`src/include/i2s_settings.svh`:
```
`ifndef I2S_SETTINGS_SVH
`define I2S_SETTINGS_SVH

// Sample widths per channel
`define RX_SAMPLE_BITS 16
`define TX_SAMPLE_BITS 24

// BCLK periods per channel, so one frame is twice this
`define SLOT_BITS 32

// Half-period dividers in clk_i cycles
`define MCLK_DIV 2
`define BCLK_DIV 4

// Buffer depths in frames
`define RX_FIFO_DEPTH 4
`define TX_FIFO_DEPTH 4

`endif

```
`src/audio_pkg.sv`:
```
`default_nettype none
`include "i2s_settings.svh"

package audio_pkg;

	typedef logic [`RX_SAMPLE_BITS-1:0] rx_sample_t;
	typedef logic [`TX_SAMPLE_BITS-1:0] tx_sample_t;

	// Stereo frame from the ADC side
	typedef struct packed {
		rx_sample_t left;    // Captured while LRCLK is low
		rx_sample_t right;
	} rx_frame_t;

	// Stereo frame towards the DAC side
	typedef struct packed {
		tx_sample_t left;    // Sent first in each frame
		tx_sample_t right;
	} tx_frame_t;

	// Buffer to producer return path
	typedef struct packed {
		logic ret;    // One credit back, one cycle wide
	} credit_t;

endpackage

`default_nettype wire

```
`src/i2s_pkg.sv`:
```
`default_nettype none
`include "i2s_settings.svh"

package i2s_pkg;

	// Bit position inside one channel slot
	typedef logic [$clog2(`SLOT_BITS)-1:0] slot_idx_t;

	// Pin levels driven to the codec
	typedef struct packed {
		logic mclk;
		logic bclk;
		logic lrclk;
	} i2s_pins_t;

	// Edge events, each high in the cycle the pin toggles
	typedef struct packed {
		logic bclk_rise;    // Sampling edge
		logic bclk_fall;    // Launch edge
		logic lrclk_rise;   // Start of right channel
		logic lrclk_fall;   // Start of left channel, new frame
		logic lrclk;        // Low means left
	} i2s_edges_t;

endpackage

`default_nettype wire

```
`src/i2s_clock_gen.sv`:
```
`default_nettype none
`include "i2s_settings.svh"

module i2s_clock_gen
	import i2s_pkg::*;
(
	input  logic       clk_i,
	input  logic       rst_ni,
	output i2s_pins_t  pins_o,
	output i2s_edges_t edges_o
);

	localparam int unsigned MCLK_W = $clog2(`MCLK_DIV);
	localparam int unsigned BCLK_W = $clog2(`BCLK_DIV);

	logic [MCLK_W-1:0] mclk_cnt_q;
	logic [MCLK_W-1:0] mclk_cnt_d;
	logic [BCLK_W-1:0] bclk_cnt_q;
	logic [BCLK_W-1:0] bclk_cnt_d;
	slot_idx_t         slot_cnt_q;   // BCLK falls within the current channel
	slot_idx_t         slot_cnt_d;
	i2s_pins_t         pins_q;
	i2s_pins_t         pins_d;
	i2s_edges_t        edges_q;
	i2s_edges_t        edges_d;
	logic              mclk_tick;
	logic              bclk_tick;
	logic              slot_end;

	always_comb begin
		mclk_tick  = (mclk_cnt_q == MCLK_W'(`MCLK_DIV - 1));
		bclk_tick  = (bclk_cnt_q == BCLK_W'(`BCLK_DIV - 1));
		slot_end   = (slot_cnt_q == slot_idx_t'(`SLOT_BITS - 1));
		mclk_cnt_d = mclk_tick ? '0 : mclk_cnt_q + 1'b1;
		bclk_cnt_d = bclk_tick ? '0 : bclk_cnt_q + 1'b1;
		pins_d     = pins_q;
		slot_cnt_d = slot_cnt_q;

		if (mclk_tick) begin
			pins_d.mclk = ~pins_q.mclk;
		end
		if (bclk_tick) begin
			pins_d.bclk = ~pins_q.bclk;
		end

		edges_d.bclk_rise = bclk_tick & ~pins_q.bclk;
		edges_d.bclk_fall = bclk_tick & pins_q.bclk;

		// LRCLK only moves together with a BCLK fall
		if (edges_d.bclk_fall) begin
			slot_cnt_d = slot_end ? '0 : slot_cnt_q + 1'b1;
			if (slot_end) begin
				pins_d.lrclk = ~pins_q.lrclk;
			end
		end

		edges_d.lrclk_rise = pins_d.lrclk & ~pins_q.lrclk;
		edges_d.lrclk_fall = ~pins_d.lrclk & pins_q.lrclk;
		edges_d.lrclk      = pins_d.lrclk;
	end

	always_ff @(posedge clk_i or negedge rst_ni) begin
		if (!rst_ni) begin
			mclk_cnt_q <= '0;
			bclk_cnt_q <= '0;
			slot_cnt_q <= '0;
			pins_q     <= '0;   // All pin clocks start low
			edges_q    <= '0;
		end else begin
			mclk_cnt_q <= mclk_cnt_d;
			bclk_cnt_q <= bclk_cnt_d;
			slot_cnt_q <= slot_cnt_d;
			pins_q     <= pins_d;
			edges_q    <= edges_d;   // Pulse lands with the toggle
		end
	end

	assign pins_o  = pins_q;
	assign edges_o = edges_q;

endmodule

`default_nettype wire

```
`src/i2s_codec_top.sv`:
```
`default_nettype none
`include "i2s_settings.svh"

module i2s_codec_top
	import i2s_pkg::*;
	import audio_pkg::*;
(
	input  logic      clk_i,
	input  logic      rst_ni,

	output logic      ac_mclk_o,
	output logic      ac_bclk_o,
	output logic      ac_lrclk_o,
	output logic      ac_dac_sdata_o,
	input  logic      ac_adc_sdata_i,

	input  logic      tx_push_i,
	input  tx_frame_t tx_frame_i,
	output logic      tx_credit_o,   // Host keeps its own count

	output logic      rx_valid_o,
	output rx_frame_t rx_frame_o,
	input  logic      rx_ready_i,

	output logic      overrun_o,
	output logic      underrun_o
);

	i2s_pins_t  pins;
	i2s_edges_t edges;
	credit_t    rx_credit;
	credit_t    tx_credit;
	logic       rx_push;
	rx_frame_t  rx_push_frame;
	logic       tx_valid;
	logic       tx_ready;
	tx_frame_t  tx_pop_frame;

	i2s_clock_gen u_clock_gen (
		.clk_i   (clk_i),
		.rst_ni  (rst_ni),
		.pins_o  (pins),
		.edges_o (edges)
	);

	i2s_receiver u_receiver (
		.clk_i     (clk_i),
		.rst_ni    (rst_ni),
		.edges_i   (edges),
		.sdata_i   (ac_adc_sdata_i),
		.credit_i  (rx_credit),
		.push_o    (rx_push),
		.frame_o   (rx_push_frame),
		.overrun_o (overrun_o)
	);

	sample_fifo #(
		.T_PAYLOAD (rx_frame_t),
		.DEPTH     (`RX_FIFO_DEPTH)
	) u_rx_fifo (
		.clk_i    (clk_i),
		.rst_ni   (rst_ni),
		.push_i   (rx_push),
		.data_i   (rx_push_frame),
		.credit_o (rx_credit),
		.valid_o  (rx_valid_o),
		.data_o   (rx_frame_o),
		.ready_i  (rx_ready_i)
	);

	sample_fifo #(
		.T_PAYLOAD (tx_frame_t),
		.DEPTH     (`TX_FIFO_DEPTH)
	) u_tx_fifo (
		.clk_i    (clk_i),
		.rst_ni   (rst_ni),
		.push_i   (tx_push_i),
		.data_i   (tx_frame_i),
		.credit_o (tx_credit),
		.valid_o  (tx_valid),
		.data_o   (tx_pop_frame),
		.ready_i  (tx_ready)
	);

	i2s_transmitter u_transmitter (
		.clk_i      (clk_i),
		.rst_ni     (rst_ni),
		.edges_i    (edges),
		.valid_i    (tx_valid),
		.frame_i    (tx_pop_frame),
		.ready_o    (tx_ready),
		.sdata_o    (ac_dac_sdata_o),
		.underrun_o (underrun_o)
	);

	assign ac_mclk_o   = pins.mclk;
	assign ac_bclk_o   = pins.bclk;
	assign ac_lrclk_o  = pins.lrclk;
	assign tx_credit_o = tx_credit.ret;

endmodule

`default_nettype wire

```
`src/i2s_receiver.sv`:
```
`default_nettype none
`include "i2s_settings.svh"

module i2s_receiver
	import i2s_pkg::*;
	import audio_pkg::*;
(
	input  logic       clk_i,
	input  logic       rst_ni,
	input  i2s_edges_t edges_i,
	input  logic       sdata_i,
	input  credit_t    credit_i,
	output logic       push_o,
	output rx_frame_t  frame_o,
	output logic       overrun_o
);

	localparam int unsigned CREDIT_W = $clog2(`RX_FIFO_DEPTH + 1);

	slot_idx_t           bit_idx_q;   // All ones marks the delay bit
	rx_frame_t           shift_q;
	rx_frame_t           frame_q;
	logic [CREDIT_W-1:0] credits_q;
	logic                synced_q;    // A left channel began on an LRCLK edge
	logic                push_q;
	logic                overrun_q;
	logic                frame_end;
	logic                take;
	logic                do_push;

	assign frame_end = edges_i.lrclk_fall & synced_q;
	assign do_push   = frame_end && (credits_q != '0);
	assign take      = edges_i.bclk_rise && (bit_idx_q < slot_idx_t'(`RX_SAMPLE_BITS));

	// Sample capture, bits past the sample width fall through
	always_ff @(posedge clk_i) begin
		if (take) begin
			if (edges_i.lrclk) begin
				shift_q.right <= {shift_q.right[`RX_SAMPLE_BITS-2:0], sdata_i};
			end else begin
				shift_q.left <= {shift_q.left[`RX_SAMPLE_BITS-2:0], sdata_i};
			end
		end
		if (frame_end) begin
			frame_q <= shift_q;
		end
	end

	always_ff @(posedge clk_i or negedge rst_ni) begin
		if (!rst_ni) begin
			bit_idx_q <= '1;
			synced_q  <= 1'b0;
			credits_q <= CREDIT_W'(`RX_FIFO_DEPTH);
			push_q    <= 1'b0;
			overrun_q <= 1'b0;
		end else begin
			if (edges_i.lrclk_rise || edges_i.lrclk_fall) begin
				bit_idx_q <= '1;   // First rise still carries the previous channel
			end else if (edges_i.bclk_rise) begin
				bit_idx_q <= bit_idx_q + 1'b1;
			end

			if (edges_i.lrclk_fall) begin
				synced_q <= 1'b1;
			end

			push_q    <= do_push;
			overrun_q <= frame_end && (credits_q == '0);   // Frame dropped

			case ({do_push, credit_i.ret})
				2'b10:   credits_q <= credits_q - 1'b1;
				2'b01:   credits_q <= credits_q + 1'b1;
				default: credits_q <= credits_q;
			endcase
		end
	end

	assign push_o    = push_q;
	assign frame_o   = frame_q;
	assign overrun_o = overrun_q;

endmodule

`default_nettype wire

```
`src/i2s_transmitter.sv`:
```
`default_nettype none
`include "i2s_settings.svh"

module i2s_transmitter
	import i2s_pkg::*;
	import audio_pkg::*;
(
	input  logic       clk_i,
	input  logic       rst_ni,
	input  i2s_edges_t edges_i,
	input  logic       valid_i,
	input  tx_frame_t  frame_i,
	output logic       ready_o,
	output logic       sdata_o,
	output logic       underrun_o
);

	localparam int unsigned MSB = `TX_SAMPLE_BITS - 1;

	slot_idx_t bit_idx_q;   // Bits sent in the current channel
	tx_frame_t shift_q;
	logic      sdata_q;
	logic      underrun_q;
	logic      lr_edge;
	logic      drive;

	assign lr_edge = edges_i.lrclk_rise | edges_i.lrclk_fall;
	assign drive   = edges_i.bclk_fall && !lr_edge
		&& (bit_idx_q < slot_idx_t'(`TX_SAMPLE_BITS));

	// Frame is taken once per LRCLK period
	assign ready_o = edges_i.lrclk_fall;

	always_ff @(posedge clk_i) begin
		if (edges_i.lrclk_fall) begin
			shift_q <= valid_i ? frame_i : '0;
		end else if (drive) begin
			if (edges_i.lrclk) begin
				shift_q.right <= shift_q.right << 1;
			end else begin
				shift_q.left <= shift_q.left << 1;
			end
		end
	end

	always_ff @(posedge clk_i or negedge rst_ni) begin
		if (!rst_ni) begin
			bit_idx_q  <= '1;   // Silent until the first LRCLK edge
			sdata_q    <= 1'b0;
			underrun_q <= 1'b0;
		end else begin
			underrun_q <= edges_i.lrclk_fall & ~valid_i;

			if (lr_edge) begin
				bit_idx_q <= '0;
				sdata_q   <= 1'b0;   // One-bit delay slot
			end else if (drive) begin
				bit_idx_q <= bit_idx_q + 1'b1;
				sdata_q   <= edges_i.lrclk ? shift_q.right[MSB] : shift_q.left[MSB];
			end else if (edges_i.bclk_fall) begin
				sdata_q <= 1'b0;     // Padding up to the slot end
			end
		end
	end

	assign sdata_o    = sdata_q;
	assign underrun_o = underrun_q;

endmodule

`default_nettype wire

```
`src/sample_fifo.sv`:
```
`default_nettype none

module sample_fifo
	import audio_pkg::*;
#(
	parameter type         T_PAYLOAD = logic,
	parameter int unsigned DEPTH     = 4
) (
	input  logic     clk_i,
	input  logic     rst_ni,
	input  logic     push_i,
	input  T_PAYLOAD data_i,
	output credit_t  credit_o,
	output logic     valid_o,
	output T_PAYLOAD data_o,
	input  logic     ready_i
);

	localparam int unsigned PTR_W = (DEPTH > 1) ? $clog2(DEPTH) : 1;
	localparam int unsigned CNT_W = $clog2(DEPTH + 1);

	T_PAYLOAD         mem_q [DEPTH];
	logic [PTR_W-1:0] wr_ptr_q;
	logic [PTR_W-1:0] rd_ptr_q;
	logic [CNT_W-1:0] count_q;
	credit_t          credit_q;
	logic             pop;

	// Pointer wrap also covers depths that are not a power of two
	function automatic logic [PTR_W-1:0] ptr_next(input logic [PTR_W-1:0] ptr);
		return (ptr == PTR_W'(DEPTH - 1)) ? '0 : ptr + 1'b1;
	endfunction

	assign valid_o = (count_q != '0);
	assign data_o  = mem_q[rd_ptr_q];
	assign pop     = valid_o & ready_i;

	always_ff @(posedge clk_i) begin
		if (push_i) begin
			mem_q[wr_ptr_q] <= data_i;   // Producer holds a credit, so never full
		end
	end

	always_ff @(posedge clk_i or negedge rst_ni) begin
		if (!rst_ni) begin
			wr_ptr_q <= '0;
			rd_ptr_q <= '0;
			count_q  <= '0;
			credit_q <= '0;
		end else begin
			credit_q.ret <= pop;   // Freed slot goes back next cycle

			if (push_i) begin
				wr_ptr_q <= ptr_next(wr_ptr_q);
			end
			if (pop) begin
				rd_ptr_q <= ptr_next(rd_ptr_q);
			end

			case ({push_i, pop})
				2'b10:   count_q <= count_q + 1'b1;
				2'b01:   count_q <= count_q - 1'b1;
				default: count_q <= count_q;
			endcase
		end
	end

	assign credit_o = credit_q;

endmodule

`default_nettype wire

```
`config.mk`:
```
export PLATFORM = sky130hd
export DESIGN_NAME = i2s_codec_top
export DESIGN_NICKNAME = d
export VERILOG_FILES = /design/src/audio_pkg.sv /design/src/i2s_pkg.sv /design/src/i2s_clock_gen.sv /design/src/i2s_codec_top.sv /design/src/i2s_receiver.sv /design/src/i2s_transmitter.sv /design/src/sample_fifo.sv
export VERILOG_INCLUDE_DIRS = /design/src /design/src/include
export SDC_FILE = /design/constraint.sdc
export NUM_CORES = 1
export LEC_CHECK = 0
export ABC_AREA = 1
export BUFFER_PORTS_ARGS = -buffer_cell sky130_fd_sc_hd__clkbuf_2
export CAP_MARGIN = 25
export CORE_ASPECT_RATIO = 0.6
export CORE_MARGIN = 4
export CORE_UTILIZATION = 49
export CTS_CLUSTER_DIAMETER = 100
export DETAILED_ROUTE_END_ITERATION = 10
export PLACE_DENSITY = 0.68
export SETUP_SLACK_MARGIN = 0.2
export SKIP_LAST_GASP = 1
export SYNTH_ARGS = -nofsm -noshare
export SYNTH_HDL_FRONTEND = slang
export SYNTH_SLANG_ARGS = --single-unit
```
`constraint.sdc`:
```
create_clock -name clk_i -period 6.6 [get_ports clk_i]
set_input_delay 1.32 -clock clk_i [delete_from_list [all_inputs] [get_ports clk_i]]
set_output_delay 1.32 -clock clk_i [all_outputs]
set_load 0.02 [all_outputs]
```
==> results.md, run 1 <==
- Initial core utilization: 0.500
- Status: completed
- Diodes inserted: 0
- DRC: 0
- Crit. End Element: output port
- CTS tree: yes
- Inst Count DP: 1898
- CTS H-tree depth: 2
- #FFs+latches synth: approximately 480
- Yosys Warn Count: 0
- Later-pin clock latency in the skew report: 0.55 ns
- Most frequent cells in the layout: 432 x edfxtp_1, 350 x nand2_1, 146 x nand3_1
- Max cap viols: 0
- CP Launch Type: register
- # fillers: 2891
- CP Max Fanout: between 60 and 70
- CTS Buf Count: 43
- GRT Residual Overflow: 0
- Fin Hold WS: roughly 0.42 ns
- Largest net degree at the start of global routing: 99
- Synth area leaders: edfxtp_1 71%, nand2_1 7.2%, dfrtp_1 5.2%, nand3_1 4.0%, nor2_1 1.9%
- Syn-to-layout area delta: 12.7%
- Synthesized Nets: approximately 1400
- Min-delay worst type: register to register
- Nets: roughly 1500
- Layout Skew: 0.0150 ns
- RD Place Congestion: 0.791
- Period minus WS final: 3.69 ns
- Final setup fails: 0
- Leak: 7.56 nW
- Final Hold Viols: 0
- Critical Path AT: roughly 2.4 ns
- Critical Path RT: 5.28 ns
- Share of cells above drive strength 1: 0.134
- Total track usage: 0.174
- DP HPWL: 19.4 mm
- Root buffer cell: clkbuf_16
- Port Buf Inserts: 92
- Die W: 257 um
- Vias in the first global route: between 9000 and 10000
- Hold_buf cts: 0
- Clk sink count: 481
- Setup Buffers After CTS: 0
- Iter 0 DRT Violations: roughly 870
- Area of the multi-input gates: 3510 um2
- Top cell type's share of synthesized area: 0.710
- Commonest non-fill, non-tap cell in the layout: edfxtp_1
- Post-Syn Area: 18300 um2
- Avg Inst Size Synth: 13.6 um2
- Clk buf depth: 3
- Crit Path Class: register to output port
- Top-level I/O count: 93
- Sequential-to-total area share from yosys stat: 0.778
- Worst-path clk slew: roughly 0.06 ns
- Sequential Area: roughly 14000 um2
- Row cnt: 54
- Mapped Cells: 1347
- Chip height: 158 um
- RSZ-0062 raised after global routing: false
- Routed wire length: ~35 mm
- Final Max Slew Viols: 0
- Cell Count, Final, Fillers Out: 1978
- Max transition margin: 0.347
- First-pass GRT wire length: roughly 55 mm
- Vias: 10200
- Vias per cell: between 5 and 6
- Quantity of gates resized following cts: 0
- Core area: 36600 um2
- First-pass iteration count of the detailed router: 5
- Final setup TNS: 0 ns
- Initial antenna violation count: 0
- Post-route antenna net violation count: 0
- Pwr/cell area: 348 nW/um2
- Slew at the pin with the worst max-slew slack: 0.978 ns
- Post-synth cell types: 30
- Fmax: 271 MHz
- Dominant cell type by area after synthesis: edfxtp_1
- Period utilization: 0.558
- Wire per inst: ~18 um
- Die area: 40500 um2
- Maximum vdd ir drop: 0.000245 V
cells in the mapped netlist:
library cell	count
inv_4	1
o21ai_0	66
clkinv_1	1
nor3_1	3
a31oi_1	1
o211ai_1	1
o21ai_1	17
a21o_1	1
nand3b_1	3
nor2_1	92
nand4_1	1
ha_1	18
nand2_1	350
o21a_1	1
buf_6	11
xnor2_1	5
o22ai_1	33
buf_4	5
dfstp_2	11
dfrtp_1	38
clkbuf_1	19
nand3_1	146
edfxtp_1	432
buf_2	29
inv_2	3
fa_1	3
inv_1	45
or2_2	1
a21oi_1	5
xor2_1	5
stage by stage:
stage | cell area (um2) | total power [mW] | worst slack, ns | utilization
finish | 20600 | 7.17 | 2.91 | 0.563
global placement | 19100 | 4.77 | 3.12 | 0.524
detailed placement | 19100 | 4.80 | 3.03 | 0.524
CTS | 20500 | 7.20 | 2.46 | 0.560
floorplan | 18300 | 4.46 | 3.63 | -
global route | 20600 | 7.52 | 2.74 | 0.563
cells by family (layout without fill, tap and decap cells):
logic type	count (synthesis)	in the layout	share of synthesized area
simple gates	596	596	0.134
flops	481	481	0.778
compound gates	125	125	0.0370
buf+inv	114	241	0.0311
fa+ha+maj	21	21	0.0156
xor+xnor	10	10	0.00479
critical path, cell delays in order, from the launching register on:
cell,delay [ns]
dfrtp_2,0.35
buf_4,0.50
inv_2,0.18
buf_12,0.23
o21ai_0,0.22
o22ai_1,0.10
clkbuf_2,0.17
flip-flops by register name, summed over array words and instances, names as in the netlist, 3 cells and up:
name	flops
u_clock_gen.edges_o	4
u_clock_gen.pins_o	3
u_clock_gen.slot_cnt_q	5
u_receiver.bit_idx_q	5
u_receiver.credits_q	3
u_receiver.frame_o	32
u_receiver.shift_q	32
u_rx_fifo.count_q	3
u_rx_fifo.mem_q	128
u_transmitter.bit_idx_q	5
u_transmitter.shift_q	48
u_tx_fifo.count_q	3
u_tx_fifo.mem_q	192
metal layers:
metal / track usage / wire [um] / vias to the layer above
met1: 0.265 / 17300 / 4964
met5: 0 / 0 / -
met4: 0.0371 / 446 / 0
met3: 0.0331 / 2010 / 40
li1: - / - / 4933
met2: 0.265 / 15600 / 264
cell type report:
cell class	count	share of cell area
Tap cell	504	0.0306
Inverter	50	0.00924
Multi-Input combinational cell	752	0.170
Sequential cell	481	0.691
Timing Repair Buffer	115	0.0343
Clock inverter	14	0.00577
Clock buffer	62	0.0593
path summary, 6_finish.rpt:
kind	slack [ns]	to	startpoint	cells after the start
max in group asynchronous	5.25	u_rx_fifo.rd_ptr_q[0]	rst_ni	2
min reg2reg	0.42	u_receiver.frame_o[15]	u_receiver.shift_q[15]	0
max	2.91	rx_frame_o[0]	u_rx_fifo.rd_ptr_q[0]	6
min	0.42	u_receiver.frame_o[15]	u_receiver.shift_q[15]	0
min in group asynchronous	0.86	u_transmitter.underrun_o	rst_ni	2
max reg2reg	4.02	u_transmitter.shift_q[10]	u_clock_gen.edges_o[1]	6
power by group:
part           switching [mW]  total [mW]  internal [mW]  leakage [nW]
Combinational           0.793        1.14          0.343          2.45
Sequential             0.0637        3.62           3.56          4.45
Clock                    1.05        2.41           1.36         0.656
Total                    1.91        7.17           5.26          7.56
(Power assumes the default switching activity.)
==> run 2: changes to the inputs <==
- PLACE_DENSITY: 0.68 -> 0.71
- clock period: 6.6 -> 3.1 ns (I/O delays scaled with it)
==> run 2 against run 1 <==
Against the previous run: hold slack got worse by 0.36 ns; sequential share of layout area barely moved; cell count up 0.20%; highest routed layer is now met5; first-iteration DRC count stayed put; non-clock buffer count is 6 higher; total power up 110%.
==> results.md, run 2 (same netlist as run 1, synthesis figures left out) <==
- Root buffer cell: clkbuf_16
- CTS Buf Count: 44
- Vias per cell: 5.22
- # fillers: about 2800
- Vias in the first global route: between 10000 and 15000
- CTS H-tree depth: 2
- First-pass GRT wire length: 56.2 mm
- CP Max Fanout: 66
- Syn-to-layout area delta: 12.7%
- Initial core utilization: 0.500
- Buf/Inv on CP: 2
- Wire per inst: 17.9 um
- Worst path cell trace: buf_4 -> o21ai_0 -> o22ai_1 -> clkbuf_2
- Maximum vdd ir drop: 0.000424 V
- GRT Residual Overflow: 0
- Commonest non-fill, non-tap cell in the layout: edfxtp_1
- Period minus WS final: between 2 and 3 ns
- Leak: between 7 and 8 nW
- Port Buf Inserts: 92
- DP HPWL: 19.7 mm
- Fmax: 366 MHz
- Worst setup margin: 0.368 ns
- Clk sink count: between 400 and 500
- Most flops, register: u_tx_fifo.mem_q
- Core area: 36600 um2
- CTS tree: yes
- Routed wire length: 35.6 mm
- Setup slack, reg-to-reg: 1.07 ns
- Slowest CP cell: buf_4
- RD Place Congestion: 0.762
- FF-to-FF End: u_transmitter.shift_q[33]
- Layout Skew: 0.0137 ns
- Chip height: ~160 um
- Max cap viols: 0
- Final Max Slew Viols: 0
- DRC: 0
- Status: completed
- Crit Path Class: register to output port
- Post-route antenna net violation count: 0
- Clk buf depth: 3
- Iter 0 DRT Violations: 871
- Pwr/cell area: 735 nW/um2
- Hold_buf cts: 0
- Quantity of gates resized following cts: 0
- Final setup TNS: 0 ns
- Area of the multi-input gates: ~3500 um2
- Cell Count, Final, Fillers Out: 1982
- Slew at the pin with the worst max-slew slack: 0.952 ns
- Pre-CTS setup slack: a little over 0.9 ns
- Sequential Area: 14200 um2
- Die W: between 200 and 300 um
- First-pass iteration count of the detailed router: 5
- Total track usage: 0.176
- Max transition margin: 0.361
- Row cnt: 54
- Max reg flops: 192
- Reg-to-Reg Start: u_tx_fifo.rd_ptr_q[1]
- Inst Count DP: 1907
- Crit. End Element: output port
- CP Launch Type: register
- Share of cells above drive strength 1: 0.136
- Vias: 10300
- Period utilization: 0.881
- Die area: 40500 um2
- Final setup fails: 0
- Top flop regs: u_tx_fifo.mem_q (192), u_rx_fifo.mem_q (128), u_transmitter.shift_q (48)
- Most frequent cells in the layout: 432 x edfxtp_1, 350 x nand2_1, 146 x nand3_1
- RSZ-0062 raised after global routing: false
- Top-level I/O count: 93
- Critical Path AT: 2.11 ns
- Final Cell Area: 20600 um2
- Final Hold Viols: 0
- Nets: 1524
- Largest net degree at the start of global routing: 98
- Reg2reg path depth: 5
- Post-placement cell area: 19300 um2
- Cell family with most CP delay: buffers and inverters
- Min-delay worst type: input pin to asynchronous set/reset pin
- Critical Path RT: 2.48 ns
- Total power: 15.1 mW
- Initial antenna violation count: 2
- Worst-path clk slew: 0.06 ns
- Later-pin clock latency in the skew report: 0.54 ns
- Setup Buffers After CTS: 0
- Crit-path max cell delay: 0.53 ns
run 2: how the worst max path moves through the flow:
| stage | from | endpoint | depth (start not counted) | slack [ns] |
|---|---|---|---|---|
| after CTS | u_rx_fifo.rd_ptr_q[0] | rx_frame_o[17] | 4 | 0.34 |
| after floorplan | u_clock_gen.edges_o[1] | u_transmitter.shift_q[0] | 5 | 0.78 |
| final | u_rx_fifo.rd_ptr_q[0] | rx_frame_o[17] | 4 | 0.37 |
| after global routing | u_rx_fifo.rd_ptr_q[0] | rx_frame_o[31] | 4 | 0.23 |
| after global placement | u_rx_fifo.rd_ptr_q[1] | rx_frame_o[11] | 6 | 0.93 |
| after detailed placement | u_rx_fifo.rd_ptr_q[0] | rx_frame_o[17] | 4 | 0.93 |
run 2: report_power, final:
| part | internal [mW] | switching, mW |
|---|---|---|
| Sequential | 7.57 | 0.143 |
| Combinational | 0.742 | 1.73 |
| Clock | 2.75 | 2.19 |
run 2: area by class of cell:
class,count,share of cell area
sequential,481,0.691
multi-input combinational,752,0.170
clock buffer,63,0.0599
timing repair buffer,121,0.0368
tap,504,0.0306
inverter,50,0.00924
clock inverter,10,0.00225
antenna,1,0.000122
run 2: per-layer routing:
| metal | vias up | global-route usage | wire (um) |
|---|---|---|---|
| li1 | 4955 | - | - |
| met1 | 5075 | 0.259 | 16700 |
| met2 | 271 | 0.276 | 16400 |
| met3 | 46 | 0.0307 | 2000 |
| met4 | 2 | 0.0457 | 513 |
| met5 | - | 0 | 13 |
run 2: metrics by stage:
step	util	hold slack [ns]
floorplan	-	0.324
global placement	0.527	0.405
detailed placement	0.527	0.405
CTS	0.562	0.0450
global route	0.563	0.0744
finish	0.563	0.0546
run 2: worst reg2reg max path: cells and delay by family, from the launching register on:
family	cells	cell delay, ns
flops	1	0.35
buf+inv	2	1.21
simple gates	3	0.34
